<file path="src/sd_host_pkg.sv">
/*
 * SD host command path shared definitions
 * widths, register map, frame timing, request/result structs and FSM states
 */
package sd_host_pkg;

   // widths that carry a meaning
   typedef logic [31:0] sd_arg_t;   // command argument or response payload
   typedef logic [5:0]  sd_index_t; // command index
   typedef logic [6:0]  sd_crc_t;   // CRC7 remainder
   typedef logic [7:0]  clk_div_t;  // card clock period = 2*(value+1) clk
   typedef logic [2:0]  wb_adr_t;   // register word address

   ////////////////////////////////////////////////////////////////////////////
   // register map
   ////////////////////////////////////////////////////////////////////////////
   localparam wb_adr_t REG_ARG    = 3'd0;
   localparam wb_adr_t REG_CMD    = 3'd1; // [5:0] index, [8] resp_expect, [21:16] resp index
   localparam wb_adr_t REG_RESP   = 3'd2;
   localparam wb_adr_t REG_STATUS = 3'd3; // busy, complete, timeout, crc_err, index_err
   localparam wb_adr_t REG_CLKDIV = 3'd4;

   localparam int CMD_RESP_BIT = 8;       // resp_expect position in REG_CMD

   // frame and timing
   localparam int CMD_FRAME_BITS = 48;
   localparam int CRC_SPAN_BITS  = CMD_FRAME_BITS - 8;  // bits covered by CRC7
   localparam int RESP_TIMEOUT   = 64;    // card clocks to wait for start bit

   ////////////////////////////////////////////////////////////////////////////
   // register block <-> engine
   ////////////////////////////////////////////////////////////////////////////
   typedef struct packed {
      sd_index_t index;
      sd_arg_t   arg;
      logic      resp_expect;
   } cmd_req_t;

   typedef struct packed {
      sd_index_t index;      // echoed index from the card
      sd_arg_t   arg;        // response payload
      logic      timeout;
      logic      crc_err;
      logic      index_err;
   } cmd_result_t;

   typedef enum logic [2:0] {
      CMD_IDLE,
      CMD_SEND,
      CMD_WAIT_RESP,
      CMD_RECV,
      CMD_DONE
   } cmd_state_t;

endpackage

</file>
<file path="src/sd_cmd_engine.sv">
/*
 * SD command engine
 * divides clk down to the card clock, shifts out the 48-bit command frame
 * with CRC7 and receives an optional short response with CRC, index and
 * timeout checks
 */
module sd_cmd_engine
   import sd_host_pkg::*;
(
   input  logic        clk,
   input  logic        rst_n,
   input  cmd_req_t    cmd_req,
   input  logic        cmd_start,
   input  clk_div_t    clk_div,
   output logic        cmd_busy,
   output logic        cmd_done,
   output cmd_result_t cmd_result,
   // card side
   output logic        sd_clk,
   output logic        cmd_out,
   output logic        cmd_oe,
   input  logic        cmd_in
);

   cmd_state_t                state;
   cmd_req_t                  req_q;        // request held for the whole command
   clk_div_t                  div_cnt;
   logic                      run;
   logic                      div_end;
   logic                      clk_rise;
   logic                      clk_fall;
   logic                      start_ok;
   logic [5:0]                bit_cnt;
   logic [5:0]                to_cnt;
   logic [CMD_FRAME_BITS-1:0] tx_sr;
   logic [CMD_FRAME_BITS-1:0] rx_sr;
   logic                      timeout_q;
   logic                      tx_crc_shift;
   logic                      resp_start;
   logic                      rx_sample;
   logic                      rx_crc_shift;
   logic                      resp_checked;
   sd_crc_t                   tx_crc;
   sd_crc_t                   rx_crc;

   ////////////////////////////////////////////////////////////////////////////
   // card clock, runs only while a frame is in flight
   ////////////////////////////////////////////////////////////////////////////
   assign run      = (state == CMD_SEND) || (state == CMD_WAIT_RESP) || (state == CMD_RECV);
   assign div_end  = (div_cnt == clk_div);
   assign clk_rise = run && div_end && !sd_clk;
   assign clk_fall = run && div_end && sd_clk;

   always_ff @(posedge clk) begin
      if (!rst_n) begin
         div_cnt <= '0;
         sd_clk  <= 1'b0;
      end else if (!run) begin
         div_cnt <= '0;
         sd_clk  <= 1'b0;     // park low when idle
      end else if (div_end) begin
         div_cnt <= '0;
         sd_clk  <= !sd_clk;
      end else begin
         div_cnt <= div_cnt + 1'b1;
      end
   end

   assign start_ok     = cmd_start && (state == CMD_IDLE) && !cmd_busy;
   assign cmd_out      = tx_sr[CMD_FRAME_BITS-1];
   assign tx_crc_shift = (state == CMD_SEND) && clk_rise && (bit_cnt < 6'(CRC_SPAN_BITS));
   assign resp_start   = (state == CMD_WAIT_RESP) && clk_rise && !cmd_in;
   assign rx_sample    = resp_start || ((state == CMD_RECV) && clk_rise);
   assign rx_crc_shift = resp_start ||
                         ((state == CMD_RECV) && clk_rise && (bit_cnt < 6'(CRC_SPAN_BITS)));
   assign resp_checked = req_q.resp_expect && !timeout_q;

   // CRC over the frame as it goes out, and over the response as it comes in
   sd_crc7 i_tx_crc (
      .clk    (clk),
      .rst_n  (rst_n),
      .clear  (start_ok),
      .shift  (tx_crc_shift),
      .bit_in (cmd_out),
      .crc    (tx_crc)
   );

   sd_crc7 i_rx_crc (
      .clk    (clk),
      .rst_n  (rst_n),
      .clear  (start_ok),
      .shift  (rx_crc_shift),
      .bit_in (cmd_in),
      .crc    (rx_crc)
   );

   ////////////////////////////////////////////////////////////////////////////
   // command FSM
   ////////////////////////////////////////////////////////////////////////////
   always_ff @(posedge clk) begin
      if (!rst_n) begin
         state     <= CMD_IDLE;
         bit_cnt   <= '0;
         to_cnt    <= '0;
         tx_sr     <= '1;         // line idles high
         cmd_oe    <= 1'b0;
         cmd_busy  <= 1'b0;
         cmd_done  <= 1'b0;
         timeout_q <= 1'b0;
      end else begin
         cmd_done <= 1'b0;
         if (cmd_done) begin
            cmd_busy <= 1'b0;     // busy covers the done cycle
         end
         case (state)
            CMD_IDLE: begin
               if (start_ok) begin
                  state     <= CMD_SEND;
                  cmd_busy  <= 1'b1;
                  cmd_oe    <= 1'b1;
                  bit_cnt   <= '0;
                  to_cnt    <= '0;
                  timeout_q <= 1'b0;
                  // start, direction, index, arg, crc slot, end
                  tx_sr     <= {1'b0, 1'b1, cmd_req.index, cmd_req.arg, 7'h7f, 1'b1};
               end
            end
            CMD_SEND: begin
               if (clk_fall) begin
                  if (bit_cnt == 6'(CMD_FRAME_BITS - 1)) begin
                     cmd_oe  <= 1'b0;
                     bit_cnt <= '0;
                     state   <= req_q.resp_expect ? CMD_WAIT_RESP : CMD_DONE;
                  end else begin
                     bit_cnt <= bit_cnt + 1'b1;
                  end
                  if (bit_cnt == 6'(CRC_SPAN_BITS - 1)) begin
                     tx_sr <= {tx_crc, {(CMD_FRAME_BITS - 7){1'b1}}};  // crc then end bit
                  end else begin
                     tx_sr <= {tx_sr[CMD_FRAME_BITS-2:0], 1'b1};
                  end
               end
            end
            CMD_WAIT_RESP: begin
               if (resp_start) begin
                  state   <= CMD_RECV;
                  bit_cnt <= 6'd1;    // start bit already taken
               end else if (clk_rise) begin
                  if (to_cnt == 6'(RESP_TIMEOUT - 1)) begin
                     timeout_q <= 1'b1;
                     state     <= CMD_DONE;
                  end else begin
                     to_cnt <= to_cnt + 1'b1;
                  end
               end
            end
            CMD_RECV: begin
               if (clk_rise) begin
                  if (bit_cnt == 6'(CMD_FRAME_BITS - 1)) begin
                     state <= CMD_DONE;
                  end else begin
                     bit_cnt <= bit_cnt + 1'b1;
                  end
               end
            end
            CMD_DONE: begin
               cmd_done <= 1'b1;
               state    <= CMD_IDLE;
            end
            default: state <= CMD_IDLE;
         endcase
      end
   end

   // response shift register and result, payload only
   always_ff @(posedge clk) begin
      if (start_ok) begin
         req_q <= cmd_req;
         rx_sr <= '0;
      end else if (rx_sample) begin
         rx_sr <= {rx_sr[CMD_FRAME_BITS-2:0], cmd_in};
      end
      if (state == CMD_DONE) begin
         cmd_result.index     <= rx_sr[45:40];
         cmd_result.arg       <= rx_sr[39:8];
         cmd_result.timeout   <= timeout_q;
         cmd_result.crc_err   <= resp_checked && (rx_sr[7:1] != rx_crc);
         cmd_result.index_err <= resp_checked && (rx_sr[45:40] != req_q.index);
      end
   end

endmodule

</file>
<file path="src/sd_crc7.sv">
/*
 * Serial CRC7, polynomial x^7 + x^3 + 1
 * one bit per shift strobe, cleared before each frame
 */
module sd_crc7
   import sd_host_pkg::*;
(
   input  logic    clk,
   input  logic    rst_n,
   input  logic    clear,
   input  logic    shift,
   input  logic    bit_in,
   output sd_crc_t crc
);

   logic fb;

   assign fb = bit_in ^ crc[6];   // feedback from the top bit

   always_ff @(posedge clk) begin
      if (!rst_n) begin
         crc <= '0;
      end else if (clear) begin
         crc <= '0;
      end else if (shift) begin
         crc <= {crc[5:3], crc[2] ^ fb, crc[1:0], fb};
      end
   end

endmodule

</file>
<file path="src/sd_host.sv">
/*
 * SD host controller, command path top level
 * register block on the host bus plus the CMD line engine
 */
module sd_host
   import sd_host_pkg::*;
(
   input  logic        clk,
   input  logic        rst_n,
   // host bus
   input  logic        wb_cyc,
   input  logic        wb_stb,
   input  logic        wb_we,
   input  wb_adr_t     wb_adr,
   input  logic [31:0] wb_dat_w,
   output logic [31:0] wb_dat_r,
   output logic        wb_ack,
   output logic        irq,
   // card
   output logic        sd_clk,
   output logic        cmd_out,
   output logic        cmd_oe,
   input  logic        cmd_in
);

   cmd_req_t    cmd_req;
   cmd_result_t cmd_result;
   clk_div_t    clk_div;
   logic        cmd_start;
   logic        cmd_busy;
   logic        cmd_done;

   sd_host_regs i_regs (
      .clk        (clk),
      .rst_n      (rst_n),
      .wb_cyc     (wb_cyc),
      .wb_stb     (wb_stb),
      .wb_we      (wb_we),
      .wb_adr     (wb_adr),
      .wb_dat_w   (wb_dat_w),
      .wb_dat_r   (wb_dat_r),
      .wb_ack     (wb_ack),
      .cmd_req    (cmd_req),
      .cmd_start  (cmd_start),
      .clk_div    (clk_div),
      .cmd_busy   (cmd_busy),
      .cmd_done   (cmd_done),
      .cmd_result (cmd_result),
      .irq        (irq)
   );

   sd_cmd_engine i_cmd_engine (
      .clk        (clk),
      .rst_n      (rst_n),
      .cmd_req    (cmd_req),
      .cmd_start  (cmd_start),
      .clk_div    (clk_div),
      .cmd_busy   (cmd_busy),
      .cmd_done   (cmd_done),
      .cmd_result (cmd_result),
      .sd_clk     (sd_clk),
      .cmd_out    (cmd_out),
      .cmd_oe     (cmd_oe),
      .cmd_in     (cmd_in)
   );

endmodule

</file>
<file path="src/sd_host_regs.sv">
/*
 * SD host register block
 * Wishbone classic slave holding argument, command, response, status and
 * card clock divider, issues command starts and drives the interrupt
 */
module sd_host_regs
   import sd_host_pkg::*;
(
   input  logic        clk,
   input  logic        rst_n,
   // host bus
   input  logic        wb_cyc,
   input  logic        wb_stb,
   input  logic        wb_we,
   input  wb_adr_t     wb_adr,
   input  logic [31:0] wb_dat_w,
   output logic [31:0] wb_dat_r,
   output logic        wb_ack,
   // command engine
   output cmd_req_t    cmd_req,
   output logic        cmd_start,
   output clk_div_t    clk_div,
   input  logic        cmd_busy,
   input  logic        cmd_done,
   input  cmd_result_t cmd_result,
   output logic        irq
);

   logic        served;       // acked already, wait for stb to drop
   logic        access;
   logic        wr_en;
   logic        cmd_accept;
   logic [3:0]  sticky;       // index_err, crc_err, timeout, complete
   logic [3:0]  sticky_next;
   sd_arg_t     resp_arg;
   sd_index_t   resp_index;
   logic [31:0] rd_data;

   assign access     = wb_cyc && wb_stb && !served;
   assign wr_en      = access && wb_we;
   assign cmd_accept = wr_en && (wb_adr == REG_CMD) && !cmd_busy && !cmd_start;
   assign irq        = |sticky;

   ////////////////////////////////////////////////////////////////////////////
   // bus handshake
   ////////////////////////////////////////////////////////////////////////////
   always_ff @(posedge clk) begin
      if (!rst_n) begin
         wb_ack <= 1'b0;
         served <= 1'b0;
      end else begin
         wb_ack <= access;            // single cycle pulse
         served <= wb_cyc && wb_stb;
      end
   end

   // sticky status, done wins over a clear in the same cycle
   always_comb begin
      sticky_next = sticky;
      if (wr_en && (wb_adr == REG_STATUS)) begin
         sticky_next = sticky & ~wb_dat_w[4:1];
      end
      if (cmd_done) begin
         sticky_next = sticky_next | {cmd_result.index_err, cmd_result.crc_err,
                                      cmd_result.timeout, 1'b1};
      end
   end

   ////////////////////////////////////////////////////////////////////////////
   // control registers
   ////////////////////////////////////////////////////////////////////////////
   always_ff @(posedge clk) begin
      if (!rst_n) begin
         cmd_start <= 1'b0;
         clk_div   <= '0;
         sticky    <= '0;
      end else begin
         cmd_start <= cmd_accept;     // writes while busy are dropped
         if (wr_en && (wb_adr == REG_CLKDIV)) begin
            clk_div <= wb_dat_w[7:0];
         end
         sticky <= sticky_next;
      end
   end

   // payload registers
   always_ff @(posedge clk) begin
      if (wr_en && (wb_adr == REG_ARG)) begin
         cmd_req.arg <= wb_dat_w;
      end
      if (cmd_accept) begin
         cmd_req.index       <= wb_dat_w[5:0];
         cmd_req.resp_expect <= wb_dat_w[CMD_RESP_BIT];
      end
      if (cmd_done) begin
         resp_arg   <= cmd_result.arg;
         resp_index <= cmd_result.index;
      end
      if (access) begin
         wb_dat_r <= rd_data;         // valid in the ack cycle
      end
   end

   // read mux
   always_comb begin
      case (wb_adr)
         REG_ARG:    rd_data = cmd_req.arg;
         REG_CMD:    rd_data = {10'd0, resp_index, 7'd0, cmd_req.resp_expect,
                                2'd0, cmd_req.index};
         REG_RESP:   rd_data = resp_arg;
         REG_STATUS: rd_data = {27'd0, sticky, cmd_busy || cmd_start};
         REG_CLKDIV: rd_data = {24'd0, clk_div};
         default:    rd_data = '0;
      endcase
   end

endmodule

</file>
<file path="config.mk">
export PLATFORM = sky130hd
export DESIGN_NAME = sd_host
export DESIGN_NICKNAME = d
export VERILOG_FILES = /design/src/sd_host_pkg.sv /design/src/sd_cmd_engine.sv /design/src/sd_crc7.sv /design/src/sd_host.sv /design/src/sd_host_regs.sv
export SDC_FILE = /design/constraint.sdc
export NUM_CORES = 1
export LEC_CHECK = 0
export ABC_AREA = 1
export BUFFER_PORTS_ARGS = -buffer_cell sky130_fd_sc_hd__clkbuf_2
export CORE_UTILIZATION = 45
export CTS_CLUSTER_DIAMETER = 120
export CTS_CLUSTER_SIZE = 25
export DETAILED_ROUTE_END_ITERATION = 10
export PLACE_DENSITY = 0.6
export SYNTH_ARGS = -nofsm -noshare
export SYNTH_HDL_FRONTEND = slang
export SYNTH_SLANG_ARGS = --single-unit
</file>
<file path="constraint.sdc">
create_clock -name clk -period 9.2 [get_ports clk]
set_input_delay 0.46 -clock clk [delete_from_list [all_inputs] [get_ports clk]]
set_output_delay 0.46 -clock clk [all_outputs]
set_load 0.02 [all_outputs]
</file>
### Word-level counts from Yosys, hierarchy flattened

Index checks and enable logic that the tools add are counted.

| cells by class | value |
|---|---|
| equal/unequal tests | 27 |
| add/subtract/negate cells | 3 |
| reduce and logical (&&, ||, !) cells | 49 |
| multiplexer cells | 41 |
| magnitude comparators | 1 |
| bitwise operators | 9 |

Operators by type and width:

| operator | number |
|---|---|
| 32-bit case mux with 5 select lines | 1 |
| 48-bit 2-to-1 mux | 3 |
| 48-bit case mux with 2 select lines | 1 |
| 6-bit 2-to-1 mux | 9 |
| 3-bit 2-to-1 mux | 9 |
| 6-bit case mux with 4 select lines | 1 |
| 1-bit logical AND | 23 |
| 6-bit == test (second input constant) | 3 |
| 2-bit inequality test (second input constant) | 7 |
| 6-bit by 1-bit adder with 6-bit output (second input constant) | 2 |
| 3-bit by 2-bit == test with 1-bit output (second input constant) | 4 |
| 3-bit case mux with 4 select lines | 1 |
| 6-bit case mux with 2 select lines | 1 |
| 1-bit 2-to-1 mux | 11 |
| 5-bit AND reduction | 2 |
| 8-bit by 1-bit adder with 8-bit output (second input constant) | 1 |
| 8-bit == test | 1 |
| 4-bit 2-to-1 mux | 2 |
| 2-bit by 1-bit inequality test with 1-bit output (second input constant) | 4 |
| 7-bit inequality test | 1 |
| 7-bit AND reduction | 1 |
| 3-bit by 1-bit == test with 1-bit output (second input constant) | 2 |
| 3-bit == test (second input constant) | 2 |
| 1-bit zero test | 6 |
| other kinds (21) | 32 |

| storage, ports and cells | value |
|---|---|
| logic and storage cells | 161 |
| bits in registers | 308 |
| bits of input ports | 41 |
| output and inout bits | 37 |

### Depth between registers and ports, before layout

Gate-level depths: netlist of the first run.

| logic depth | value |
|---|---|
| depth in word-level cells | 9 |
| gate-level depth with buffers | 13 |
| gate-level depth less buffers | 13 |

### Modules after synthesis

From an unflattened synthesis of the first run, not the netlist that was laid out.

| second synthesis, totals | value |
|---|---|
| cells, all modules | 1232 |
| area, all modules | 12107.9 µm² |

Modules (own cells, without submodules):

| module | cells each | area each (µm²) | times used | sequential area each (µm²) |
|---|---|---|---|---|
| sd_cmd_engine | 848 | 6964.2 | 1 | 3723.6 |
| sd_host_regs | 302 | 4480.5 | 1 | 3573.4 |
| sd_crc7 | 41 | 331.6 | 2 | 140.1 |

### Worst setup path before layout of the first run

OpenSTA, ideal clock, no wires.

| timing | value |
|---|---|
| kind | input-to-reg |
| start point | input wb_stb |
| end point | register, netlist name i_regs.cmd_req[10] |
| path slack | 4.057 ns |
| data arrival time | 4.722 ns |
| setup time | 0.421 ns |
| buffers on the path | 0 |
| data required time | 8.779 ns |
| cell stages on the path | 4 |
| cell sequence | inv_1 nor3_1 nand2_1 nor2_1 |

| on the way | value |
|---|---|
| cells in the longest elaborated chain, start to end | 4 |

RTL lines:

| element | RTL line | source |
|---|---|---|
| start: declaration | sd_host.sv:12 | `input logic wb_stb,` |
| 1-bit logical AND (2 in series) | sd_host_regs.sv:39 | `assign access = wb_cyc && wb_stb && !served;` |
| net i_regs.access | sd_host_regs.sv:30 | `logic access;` |
| 1-bit logical AND | sd_host_regs.sv:40 | `assign wr_en = access && wb_we;` |
| 1-bit logical AND | sd_host_regs.sv:88 | `if (wr_en && (wb_adr == REG_ARG)) begin` |

The timed path passes the listed nets, and every way through them passes these cells.
A chain may end at the register's enable or synchronous reset.

### Worst setup path in the final report of the first run

| timing | value |
|---|---|
| start point | register i_cmd_engine.state[0] |
| end point | register i_cmd_engine.tx_sr[13] |

| on the way | value |
|---|---|
| cells in the longest elaborated chain, start to end | 7 |
| elaborated cells between the ends (all ways) | 15 |
| classes of those cells | eq/ne (5); mux (1); reduce/logical (9) |

RTL lines:

| element | RTL line | source |
|---|---|---|
| start: declaration | sd_cmd_engine.sv:25 | `cmd_state_t state;` |
| start signal: assignment | sd_cmd_engine.sv:133 | `state <= req_q.resp_expect ? CMD_WAIT_RESP : CMD_DONE;` |
| 3-bit by 1-bit == test with 1-bit output / 3-bit by 2-bit == test with 1-bit output (equally long branches) | sd_cmd_engine.sv:49, sd_cmd_engine.sv:115 |  |
| 1-bit logical OR (2 in series) | sd_cmd_engine.sv:49 | `assign run = (state == CMD_SEND) \|\| (state == CMD_WAIT_RESP) \|\| (state == CMD_RECV);` |
| 1-bit logical AND (2 in series) | sd_cmd_engine.sv:52 | `assign clk_fall = run && div_end && sd_clk;` |
| 2-bit by 1-bit inequality test with 1-bit output (no source line) | - |  |
| 3-bit AND reduction (no source line) | - |  |
| end signal: assignment | sd_cmd_engine.sv:125 | `tx_sr <= {1'b0, 1'b1, cmd_req.index, cmd_req.arg, 7'h7f, 1'b1};` |
| end signal: assignment | sd_cmd_engine.sv:138 | `tx_sr <= {tx_crc, {(CMD_FRAME_BITS - 7){1'b1}}};` |
| end signal: assignment | sd_cmd_engine.sv:140 | `tx_sr <= {tx_sr[CMD_FRAME_BITS-2:0], 1'b1};` |
| end: declaration | sd_cmd_engine.sv:35 | `logic [CMD_FRAME_BITS-1:0] tx_sr;` |

Several ways; a longest one is shown, not always the timed one.

==> flow_summary.toml, run 1 <==
[clock_network]
cts_tree = "built"
root_buffer = "clkbuf_16"
cts_resized = 0
h-tree-depth = 1
postCtsSetupRepairBufs = 0
cts_hold_buf = 0
clk_pin_slew_ns = 0.10
cts_buffers = 15
worstSkewPairLatency_ns = 0.50
cts.sinks = 300
cts_max_path_buffers = 3

[synthesis]
ys_seq_elements = 300
syn_area_per_cell_sq_um = 10.7
synth_nets = 1128
synthesis.area_sq_mm = 0.0116
synth-main-ff-cell = "edfxtp_1"
synth_edf_count = 157
synth-seq-area-share_pct = 65.2
synthDistinctLibCells = 49
ys_warn_count = 0
async_flop_share_pct = 0
synthCells = 1084

[timing]
rsz0062_at_grt = "false"
skew_ns = 0.0236
fin_ws_ns = 6.30
fin_tns_setup_ns = 0
fmax_mhz = 344
setup_violations = 0
tightestPinTransition_ns = 1.06
period_needed_ns = 2.90
finalCritPeriodShare_pct = 31.6
drv_slew = 0
hold_viol = 0
slew_headroom_pct = 29.2

[final_layout]
fin_area_sq_mm = 0.0127
layout-area-overhead-vs-synth_pct = 9.18
fill_cells = 2292
antenna-diode-count = 0
drive_gt1_share_pct = 13.7
nNetsFinal = 1184

[power_and_ir_drop]
p_seq_share_pct = 58.0
power_leakage_nw = 4.78
p_comb_share_pct = 19.0
switching_power_mw = 0.928
ir_drop_uv = 142
intPower_mw = 2.20
switching_share_pct = 29.7
cellPowerDensity_mw_per_mm2 = 246
clockPowerShare_pct = 23.0

[job]
max_cap_viol_count = 0

[global_route]
grt_max_degree = 68
grt_use_total_pct = 19.2
grt_antenna_before_repair = 0
grt_pass1_vias = 7241
grt_pass1_wl_microns = 39700
overflow = 0

[die]
dieArea_sq_mm = 0.0265
rows = 58
io_pins = 78
start_util_pct = 46.1
core_area_sq_mm = 0.0253
die_h_microns = 163
die_x_microns = 163

[setup_path]
path_max_fanout = 39
cp_data_required_time_ns = 9.58
worstSetupStartpointType = "flop"
criticalPathCategory = "reg -> reg"
startpoint = "i_cmd_engine.state[0]$_SDFFE_PN0P_"
critical_path_arrival_ns = 3.28
cp-end-kind = "flop"
r2r_setup_slack_ns = 6.30
r2r-end = "i_cmd_engine.tx_sr[13]$_SDFFE_PN1P_"
r2r_start = "i_cmd_engine.state[0]$_SDFFE_PN0P_"
ff2ff_path_depth = 8

[routing]
drcViolationCount = 0
drtPass1Iterations = 5
drt-total-wl_microns = 25500
detail_route.wl_per_cell_microns = 17.3
viasPerCell = 5.28
first_iter_violations = 703
drt.antenna.violating_nets = 0
num_vias = 7811

[outcome]
status = "complete, no violations"

[min_path]
hold_end = "i_regs.cmd_req[31]$_DFFE_PP_"
hold_depth = 1
hp-class = "in -> reg"
holdCritStartpoint = "wb_dat_w[30]"

[placement]
place_hpwl_microns = 17400
io_buffers = 77
pre_cts_ws_ns = 6.33
gp_congestion = 0.840
place_area_sq_mm = 0.0123
==> layer usage <==
metal	wire (microns)	global-route usage, %	share of wire (%)	vias to the layer above
li1	-	-	-	3908
met1	12500	29.2	49	3684
met2	11300	29.3	44	202
met3	1450	2.42	5.7	17
met4	250	3.70	0.98	0
met5	0	0	0	-
==> cells in the final DEF, fill, tap and decap left out, types with 8 or more instances in the layout <==
master     Yosys  layout
o22ai_1       29      29
clkbuf_1      31       9
nor3_1        14      12
o21ai_1       25      25
o211ai_1       9       9
buf_4          4      10
nand2_1      162     162
a211oi_1       8       8
dfxtp_1      143     142
clkbuf_2       1      77
inv_2          9       9
nand3_1       30      30
nor2_1        90      88
clkbuf_16      0      15
o21ai_0       65      65
a21oi_1       88      88
a32o_1        17      17
a211oi_2      19      19
inv_1        100     100
xor2_1         9       9
edfxtp_1     157     157
==> cells in the mapped netlist (14+ instances only) <==
cell,n,area share [%]
nor3_1,14,0.60
a211oi_2,19,2.0
dfxtp_1,143,25
clkbuf_1,31,1.0
inv_1,100,3.2
o22ai_1,29,1.6
nand2_1,162,5.2
edfxtp_1,157,41
o21ai_0,65,2.8
nand3_1,30,1.3
nor2_1,90,2.9
o21ai_1,25,1.1
a21oi_1,88,3.8
a32o_1,17,1.5
==> state kept, by name (all words and copies together), names as in the netlist, 3 cells and up <==
register	cells
i_cmd_engine.bit_cnt	6
i_cmd_engine.cmd_result	41
i_cmd_engine.div_cnt	8
i_cmd_engine.i_rx_crc.crc	7
i_cmd_engine.i_tx_crc.crc	7
i_cmd_engine.req_q	7
i_cmd_engine.rx_sr	46
i_cmd_engine.state	3
i_cmd_engine.to_cnt	6
i_cmd_engine.tx_sr	40
i_regs.clk_div	8
i_regs.cmd_req	39
i_regs.resp_arg	32
i_regs.resp_index	6
i_regs.sticky	4
i_regs.wb_dat_r	32
==> per-stage QoR <==
step	hold slack (ns)	util (%)	cells	power [mW]
after floorplan	0.400	-	1084	2.29
after global routing	0.101	50.3	1478	3.30
after global placement	0.401	48.6	1453	2.42
after CTS	0.110	50.3	1478	3.15
after detailed placement	0.405	48.6	1453	2.44
final	0.125	50.3	1478	3.13
==> critical path: stages (launching register included) <==
cell and delay, ns:
dfxtp_1 0.38, inv_1 0.08, nor2_1 0.14, nand2_1 0.30, inv_1 0.24, buf_4 0.40
nand2_1 0.72, o221ai_1 0.45, nand2_1 0.07
==> final cells by class <==
cell class / instances / area [sq um] / area share [%]
tap: 330 / 413 / 3.25
sequential: 300 / 7580 / 59.7
clock inverter: 1 / 8.76 / 0.0690
inverter: 111 / 419 / 3.30
multi-input combinational: 625 / 3410 / 26.8
timing repair buffer: 87 / 460 / 3.63
clock buffer: 24 / 409 / 3.22
==> how the worst max path moves through the flow <==
stage                                                     end  slack [ns]  cells after the start
after floorplan                  i_regs.cmd_req[10]$_DFFE_PP_        4.06                      4
after global routing      i_cmd_engine.tx_sr[13]$_SDFFE_PN1P_        6.03                      8
final                     i_cmd_engine.tx_sr[13]$_SDFFE_PN1P_        6.30                      8
after CTS                 i_cmd_engine.tx_sr[13]$_SDFFE_PN1P_        6.31                      8
after detailed placement  i_cmd_engine.tx_sr[29]$_SDFFE_PN1P_        6.33                      8
after global placement    i_cmd_engine.tx_sr[27]$_SDFFE_PN1P_        6.38                      8
==> cells by family (layout without fill, tap and decap cells) <==
family / Yosys count / count (layout) / synth area share [%]
AOI/OAI and AO/OA: 286 / 286 / 15.8
xor gates and xnor gates: 15 / 15 / 1.13
adders and majority gates: 3 / 3 / 0.323
buffers and inverters: 159 / 223 / 5.78
DFF: 300 / 300 / 65.2
and+or+nand+nor: 321 / 321 / 11.8
==> power groups by stage <==
stage          Sequential [mW]  Combinational [mW]  Clock (mW)
3_3_place_gp              1.84               0.579           0
6_report                  1.81               0.594       0.719
3_5_place_dp              1.84               0.595           0
2_1_floorplan             1.81               0.481           0
4_1_cts                   1.82               0.598       0.737
5_1_grt                   1.84               0.672       0.787
(Power assumes the default switching activity.)
==> run 2: changes to the inputs <==
--- a/config.mk
+++ b/config.mk
@@ -11,7 +11,7 @@
 export CTS_CLUSTER_DIAMETER = 120
 export CTS_CLUSTER_SIZE = 25
 export DETAILED_ROUTE_END_ITERATION = 10
-export PLACE_DENSITY = 0.6
+export PLACE_DENSITY = 0.63
 export SYNTH_ARGS = -nofsm -noshare
 export SYNTH_HDL_FRONTEND = slang
 export SYNTH_SLANG_ARGS = --single-unit
==> constraint.sdc (replaced) <==
create_clock -name clk -period 2.4 [get_ports clk]
set_input_delay 0.12 -clock clk [delete_from_list [all_inputs] [get_ports clk]]
set_output_delay 0.12 -clock clk [all_outputs]
set_load 0.02 [all_outputs]
==> flow_summary.toml, run 2 (synthesis results as in run 1) <==
[outcome]
status = "complete, no violations"

[routing]
drcViolationCount = 0
detail_route.wl_per_cell_microns = 17.1
drt.antenna.violating_nets = 0
first_iter_violations = 710
drtPass1Iterations = 6
num_vias = 8111
viasPerCell = 5.32
drt-total-wl_microns = 26100

[clock_network]
postCtsSetupRepairBufs = 0
cts.sinks = 300
worstSkewPairLatency_ns = 0.51
root_buffer = "clkbuf_16"
h-tree-depth = 1
clk_pin_slew_ns = 0.10
cts_max_path_buffers = 3
cts_tree = "built"
cts_buffers = 15

[min_path]
hold_end = "i_cmd_engine.rx_sr[0]$_SDFFE_PP0P_"
hold_depth = 3
holdCritStartpoint = "cmd_in"
hp-class = "in -> reg"

[global_route]
grt_antenna_before_repair = 0
grt_max_degree = 67
overflow = 0
grt_pass1_wl_microns = 41300
grt_pass1_vias = 7475
grt_use_total_pct = 20.0

[timing]
drv_slew = 0
slew_headroom_pct = 45.5
period_needed_ns = 2.03
fmax_mhz = 492
tightestPinTransition_ns = 0.811
hold_viol = 0
setup_violations = 0
finalCritPeriodShare_pct = 84.7
fin_tns_setup_ns = 0
rsz0062_at_grt = "false"
skew_ns = 0.0220

[setup_path]
critical_path_arrival_ns = 2.47
cp_data_required_time_ns = 2.84
worstSetupStartpointType = "flop"
path_max_fanout = 14
r2r_start = "i_cmd_engine.div_cnt[6]$_SDFF_PP0_"
ff2ff_path_depth = 12
cp-end-kind = "flop"
r2r_setup_slack_ns = 0.37
criticalPathCategory = "reg -> reg"
r2r-end = "i_cmd_engine.tx_sr[13]$_SDFFE_PN1P_"

[final_layout]
nNetsFinal = 1230
antenna-diode-count = 0
layout-area-overhead-vs-synth_pct = 13.4
largest_register = "i_cmd_engine.rx_sr"
mostFrequentLayoutCells = "nand2_1, edfxtp_1, dfxtp_1"
drive_gt1_share_pct = 14.1
final_common_cell = "nand2_1"
top_regs = "i_cmd_engine.rx_sr: 46 flops, i_cmd_engine.cmd_result: 41 flops, i_cmd_engine.tx_sr: 40 flops"
largest_reg_flops = 46
final_cells = 1525

[die]
start_util_pct = 46.1
core_area_sq_mm = 0.0253
rows = 58
die_x_microns = 163
die_h_microns = 163
io_pins = 78
dieArea_sq_mm = 0.0265

[job]
max_cap_viol_count = 0

[power_and_ir_drop]
cellPowerDensity_mw_per_mm2 = 919
ir_drop_uv = 593
power_leakage_nw = 5.00
total_power_mw = 12.1

[placement]
io_buffers = 77
place_hpwl_microns = 17600
gp_congestion = 0.854
placedCellCount = 1463
## run 2: layer usage
layer	global-route usage [%]	share of wire, %	routed length [microns]	up-vias
met4	5.27	1.7	447	0
li1	-	-	-	3989
met3	2.42	5.4	1410	32
met1	29.3	47	12300	3857
met5	0	0	0	-
met2	31.2	46	11900	233
## run 2: timing repair
item,in CTS,in global routing
setup endpoints to repair,0,3
endpoints found under the hold margin,49,0
gates resized for setup,0,1
hold buffers,36,0
## run 2: how the worst max path moves through the flow
| stage | from | to | slack, ns | depth (start not counted) |
|---|---|---|---|---|
| after floorplan | i_regs.served$_SDFF_PN0_ | i_regs.cmd_req[0]$_DFFE_PP_ | 0.06 | 3 |
| after global placement | i_cmd_engine.state[0]$_SDFFE_PN0P_ | i_cmd_engine.i_tx_crc.crc[6]$_SDFFE_PP0P_ | 0.33 | 8 |
| after detailed placement | i_cmd_engine.state[0]$_SDFFE_PN0P_ | i_cmd_engine.i_tx_crc.crc[6]$_SDFFE_PP0P_ | 0.22 | 8 |
| after CTS | i_cmd_engine.state[0]$_SDFFE_PN0P_ | i_cmd_engine.i_tx_crc.crc[6]$_SDFFE_PP0P_ | 0.19 | 8 |
| after global routing | i_cmd_engine.div_cnt[6]$_SDFF_PP0_ | i_cmd_engine.tx_sr[8]$_SDFFE_PN1P_ | 0.14 | 12 |
| final | i_cmd_engine.div_cnt[6]$_SDFF_PP0_ | i_cmd_engine.tx_sr[13]$_SDFFE_PN1P_ | 0.37 | 12 |
## run 2: power by group
group / total (mW) / leakage (nW) / internal, mW / switching [mW]
Combinational: 2.43 / 2.19 / 0.928 / 1.50
Sequential: 6.95 / 2.61 / 6.39 / 0.556
Clock: 2.75 / 0.201 / 1.20 / 1.55
## run 2: area by class of cell
type	instances	area [sq um]
clock buffer	25	413
inverter	111	419
multi-input combinational	625	3420
timing repair buffer	133	933
sequential	300	7580
fill	2233	12100
tap	330	413
clock inverter	1	8.76
## run 2: worst max-delay path: stages, from the launching register on
cell      delay, ns
dfxtp_1        0.42
inv_2          0.05
nand2_1        0.07
nand2_2        0.05
inv_2          0.05
nand2_2        0.06
nor2_4         0.20
nand3_2        0.14
nand2_1        0.13
o21ai_4        0.08
inv_1          0.42
o221ai_1       0.22
nand2_1        0.09
## run 2: stage by stage
stage / utilization (%) / setup slack [ns] / instance area [sq um] / hold WS, ns
6_report: 52.2 / 0.367 / 13200 / 0.0495
2_1_floorplan: - / 0.0610 / 11700 / 0.219
3_3_place_gp: 49.1 / 0.331 / 12400 / 0.300
3_5_place_dp: 49.1 / 0.220 / 12400 / 0.299
5_1_grt: 52.2 / 0.143 / 13200 / 0.0361
4_1_cts: 52.2 / 0.185 / 13200 / 0.0213
==> run 3: changes to the inputs <==
==> constraint.sdc (replaced) <==
create_clock -name clk -period 1.7 [get_ports clk]
set_input_delay 0.085 -clock clk [delete_from_list [all_inputs] [get_ports clk]]
set_output_delay 0.085 -clock clk [all_outputs]
set_load 0.02 [all_outputs]
==> flow_summary.toml, run 3 (synthesis results as in run 1) <==
[global_route]
overflow = 0
grt_use_total_pct = 20.7
grt_antenna_before_repair = 0
grt_max_degree = 47
grt_pass1_wl_microns = 42900
grt_pass1_vias = 7870

[clock_network]
cts_max_path_buffers = 3
root_buffer = "clkbuf_16"
cts_tree = "built"
worstSkewPairLatency_ns = 0.51
h-tree-depth = 1
cts_buffers = 15
clk_pin_slew_ns = 0.11
cts.sinks = 300

[power_and_ir_drop]
p_comb_share_pct = 25.3
switching_share_pct = 31.1
intPower_mw = 12.8
cellPowerDensity_mw_per_mm2 = 1260
switching_power_mw = 5.76
power_leakage_nw = 5.62
clockPowerShare_pct = 21.3
p_seq_share_pct = 53.5
ir_drop_uv = 847

[final_layout]
final_common_cell = "edfxtp_1"
fin_area_sq_mm = 0.0147
largest_register = "i_cmd_engine.rx_sr"
nNetsFinal = 1322
mostFrequentLayoutCells = "edfxtp_1, nand2_1, dfxtp_1"
layout-area-overhead-vs-synth_pct = 26.4
antenna-diode-count = 0
drive_gt1_share_pct = 29.1
largest_reg_flops = 46
top_regs = "i_cmd_engine.rx_sr: 46 flops, i_cmd_engine.cmd_result: 41 flops, i_cmd_engine.tx_sr: 40 flops"

[timing]
drv_slew = 0
fin_tns_setup_ns = -3.41
setup_violations = 79
skew_ns = 0.0261
tightestPinTransition_ns = 0.551
period_needed_ns = 1.82
finalCritPeriodShare_pct = 107
slew_headroom_pct = 63.3
hold_viol = 0
rsz0062_at_grt = "true"
fmax_mhz = 549
fin_ws_ns = -0.122

[outcome]
status = "complete, but fails checks"
violations = "setup timing"

[routing]
drt.antenna.violating_nets = 0
drt-total-wl_microns = 28700
num_vias = 8565
first_iter_violations = 778
drcViolationCount = 0
detail_route.wl_per_cell_microns = 17.8
viasPerCell = 5.30
drtPass1Iterations = 5

[die]
rows = 58
dieArea_sq_mm = 0.0265
die_h_microns = 163
io_pins = 78
die_x_microns = 163
start_util_pct = 46.1
core_area_sq_mm = 0.0253

[min_path]
hp-class = "in -> reg"
hold_end = "i_regs.cmd_start$_SDFF_PN0_"
hold_depth = 4
holdCritStartpoint = "wb_adr[1]"

[setup_path]
startpoint = "i_cmd_engine.state[1]$_SDFFE_PN0P_"
cp_data_required_time_ns = 2.10
cpMaxStageDelayCell = "o21ai_4"
cp-end-kind = "flop"
ff2ff_path_depth = 10
criticalPathCategory = "reg -> reg"
cpPeakStageDelay_ns = 0.38
worstPathCellList = "inv_2 > nor2_4 > nand2_4 > nor2_4 > buf_6 > o21ai_4 > clkinvlp_4 > buf_4 > nor2_1 > a211oi_2"
path_common_cell = "nor2_4"
r2r_setup_slack_ns = -0.12
r2r_start = "i_cmd_engine.state[1]$_SDFFE_PN0P_"
r2r-end = "i_cmd_engine.rx_sr[7]$_SDFFE_PP0P_"
worstSetupStartpointType = "flop"
critical_path_arrival_ns = 2.22
path_max_fanout = 8

[placement]
io_buffers = 77
gp_congestion = 0.836
place_area_sq_mm = 0.0130
place_hpwl_microns = 18400

[job]
max_cap_viol_count = 0
-- run 3: changes by cell type in the layout (fill, tap and decap cells not counted), sizes merged, moves of 2 or more --
cell | before | now
dlygate4sd3 | 36 | 39
buf | 20 | 101
clkbuf | 102 | 106
clkinvlp | 0 | 2
inv | 111 | 109
-- run 3: how the worst max path moves through the flow --
stage | end | slack (ns) | cells past startpoint
2_1_floorplan | i_regs.cmd_req[10]$_DFFE_PP_ | -0.64 | 3
3_3_place_gp | i_cmd_engine.to_cnt[5]$_SDFFE_PN0P_ | -0.04 | 11
3_5_place_dp | i_cmd_engine.bit_cnt[3]$_SDFFE_PN0P_ | -0.10 | 14
4_1_cts | i_cmd_engine.bit_cnt[5]$_SDFFE_PN0P_ | -0.05 | 13
5_1_grt | i_cmd_engine.bit_cnt[5]$_SDFFE_PN0P_ | -0.24 | 12
6_report | i_cmd_engine.rx_sr[7]$_SDFFE_PP0P_ | -0.12 | 10
-- run 3: per-stage QoR --
stage                     util [%]  worst slack [ns]  hold slack (ns)  total power, mW  instances
after floorplan                  -            -0.636            0.184             12.4       1084
after global placement        51.3           -0.0432            0.264             13.5       1522
after detailed placement      51.3            -0.102            0.264             13.6       1522
after CTS                     55.4           -0.0529          0.00569             17.8       1593
after global routing          58.2            -0.243           0.0601             19.5       1617
final                         58.2            -0.122           0.0309             18.6       1617
-- run 3: area by class of cell --
| type | instances | area [sq um] |
|---|---|---|
| fillers | 2078 | 10600 |
| flip-flops and latches | 300 | 7600 |
| multi-input cells | 628 | 3910 |
| repair buffers | 221 | 1910 |
| inverters | 111 | 428 |
| clock buffers | 25 | 413 |
| well taps | 330 | 413 |
| clock inverters | 1 | 8.76 |
| repair inverters | 1 | 7.51 |
-- run 3: routing by layer --
metal	wire, microns	GRT usage, %	vias to the layer above
met5	0	0	-
met4	547	5.44	0
met3	1570	2.09	36
met2	13300	32.4	260
met1	13300	30.7	4094
li1	-	-	4175
-- run 3: repair_timing --
item	in CTS	in global routing
setup buffers	3	17
hold endpoints to repair	52	1
gates resized for setup	50	155
setup endpoints to repair	94	118
hold buffers	38	1
pin swaps	14	38
cloned	4	6
-- run 3: worst max-delay path, delay by kind of cell (launching register included) --
family,cells,cell delay [ns]
buffers and inverters,4,0.67
AND/OR/NAND/NOR,4,0.27
AO/OA/AOI/OAI,2,0.42
flip-flops,1,0.35
-- run 3: power by group through the flow --
stage | clock (mW) | combinational (mW) | sequential [mW]
final | 3.95 | 4.69 | 9.92
after global routing | 4.26 | 5.16 | 10.1
after CTS | 4.00 | 3.99 | 9.80
after detailed placement | 0 | 3.66 | 9.95
after global placement | 0 | 3.58 | 9.91
after floorplan | 0 | 2.61 | 9.78
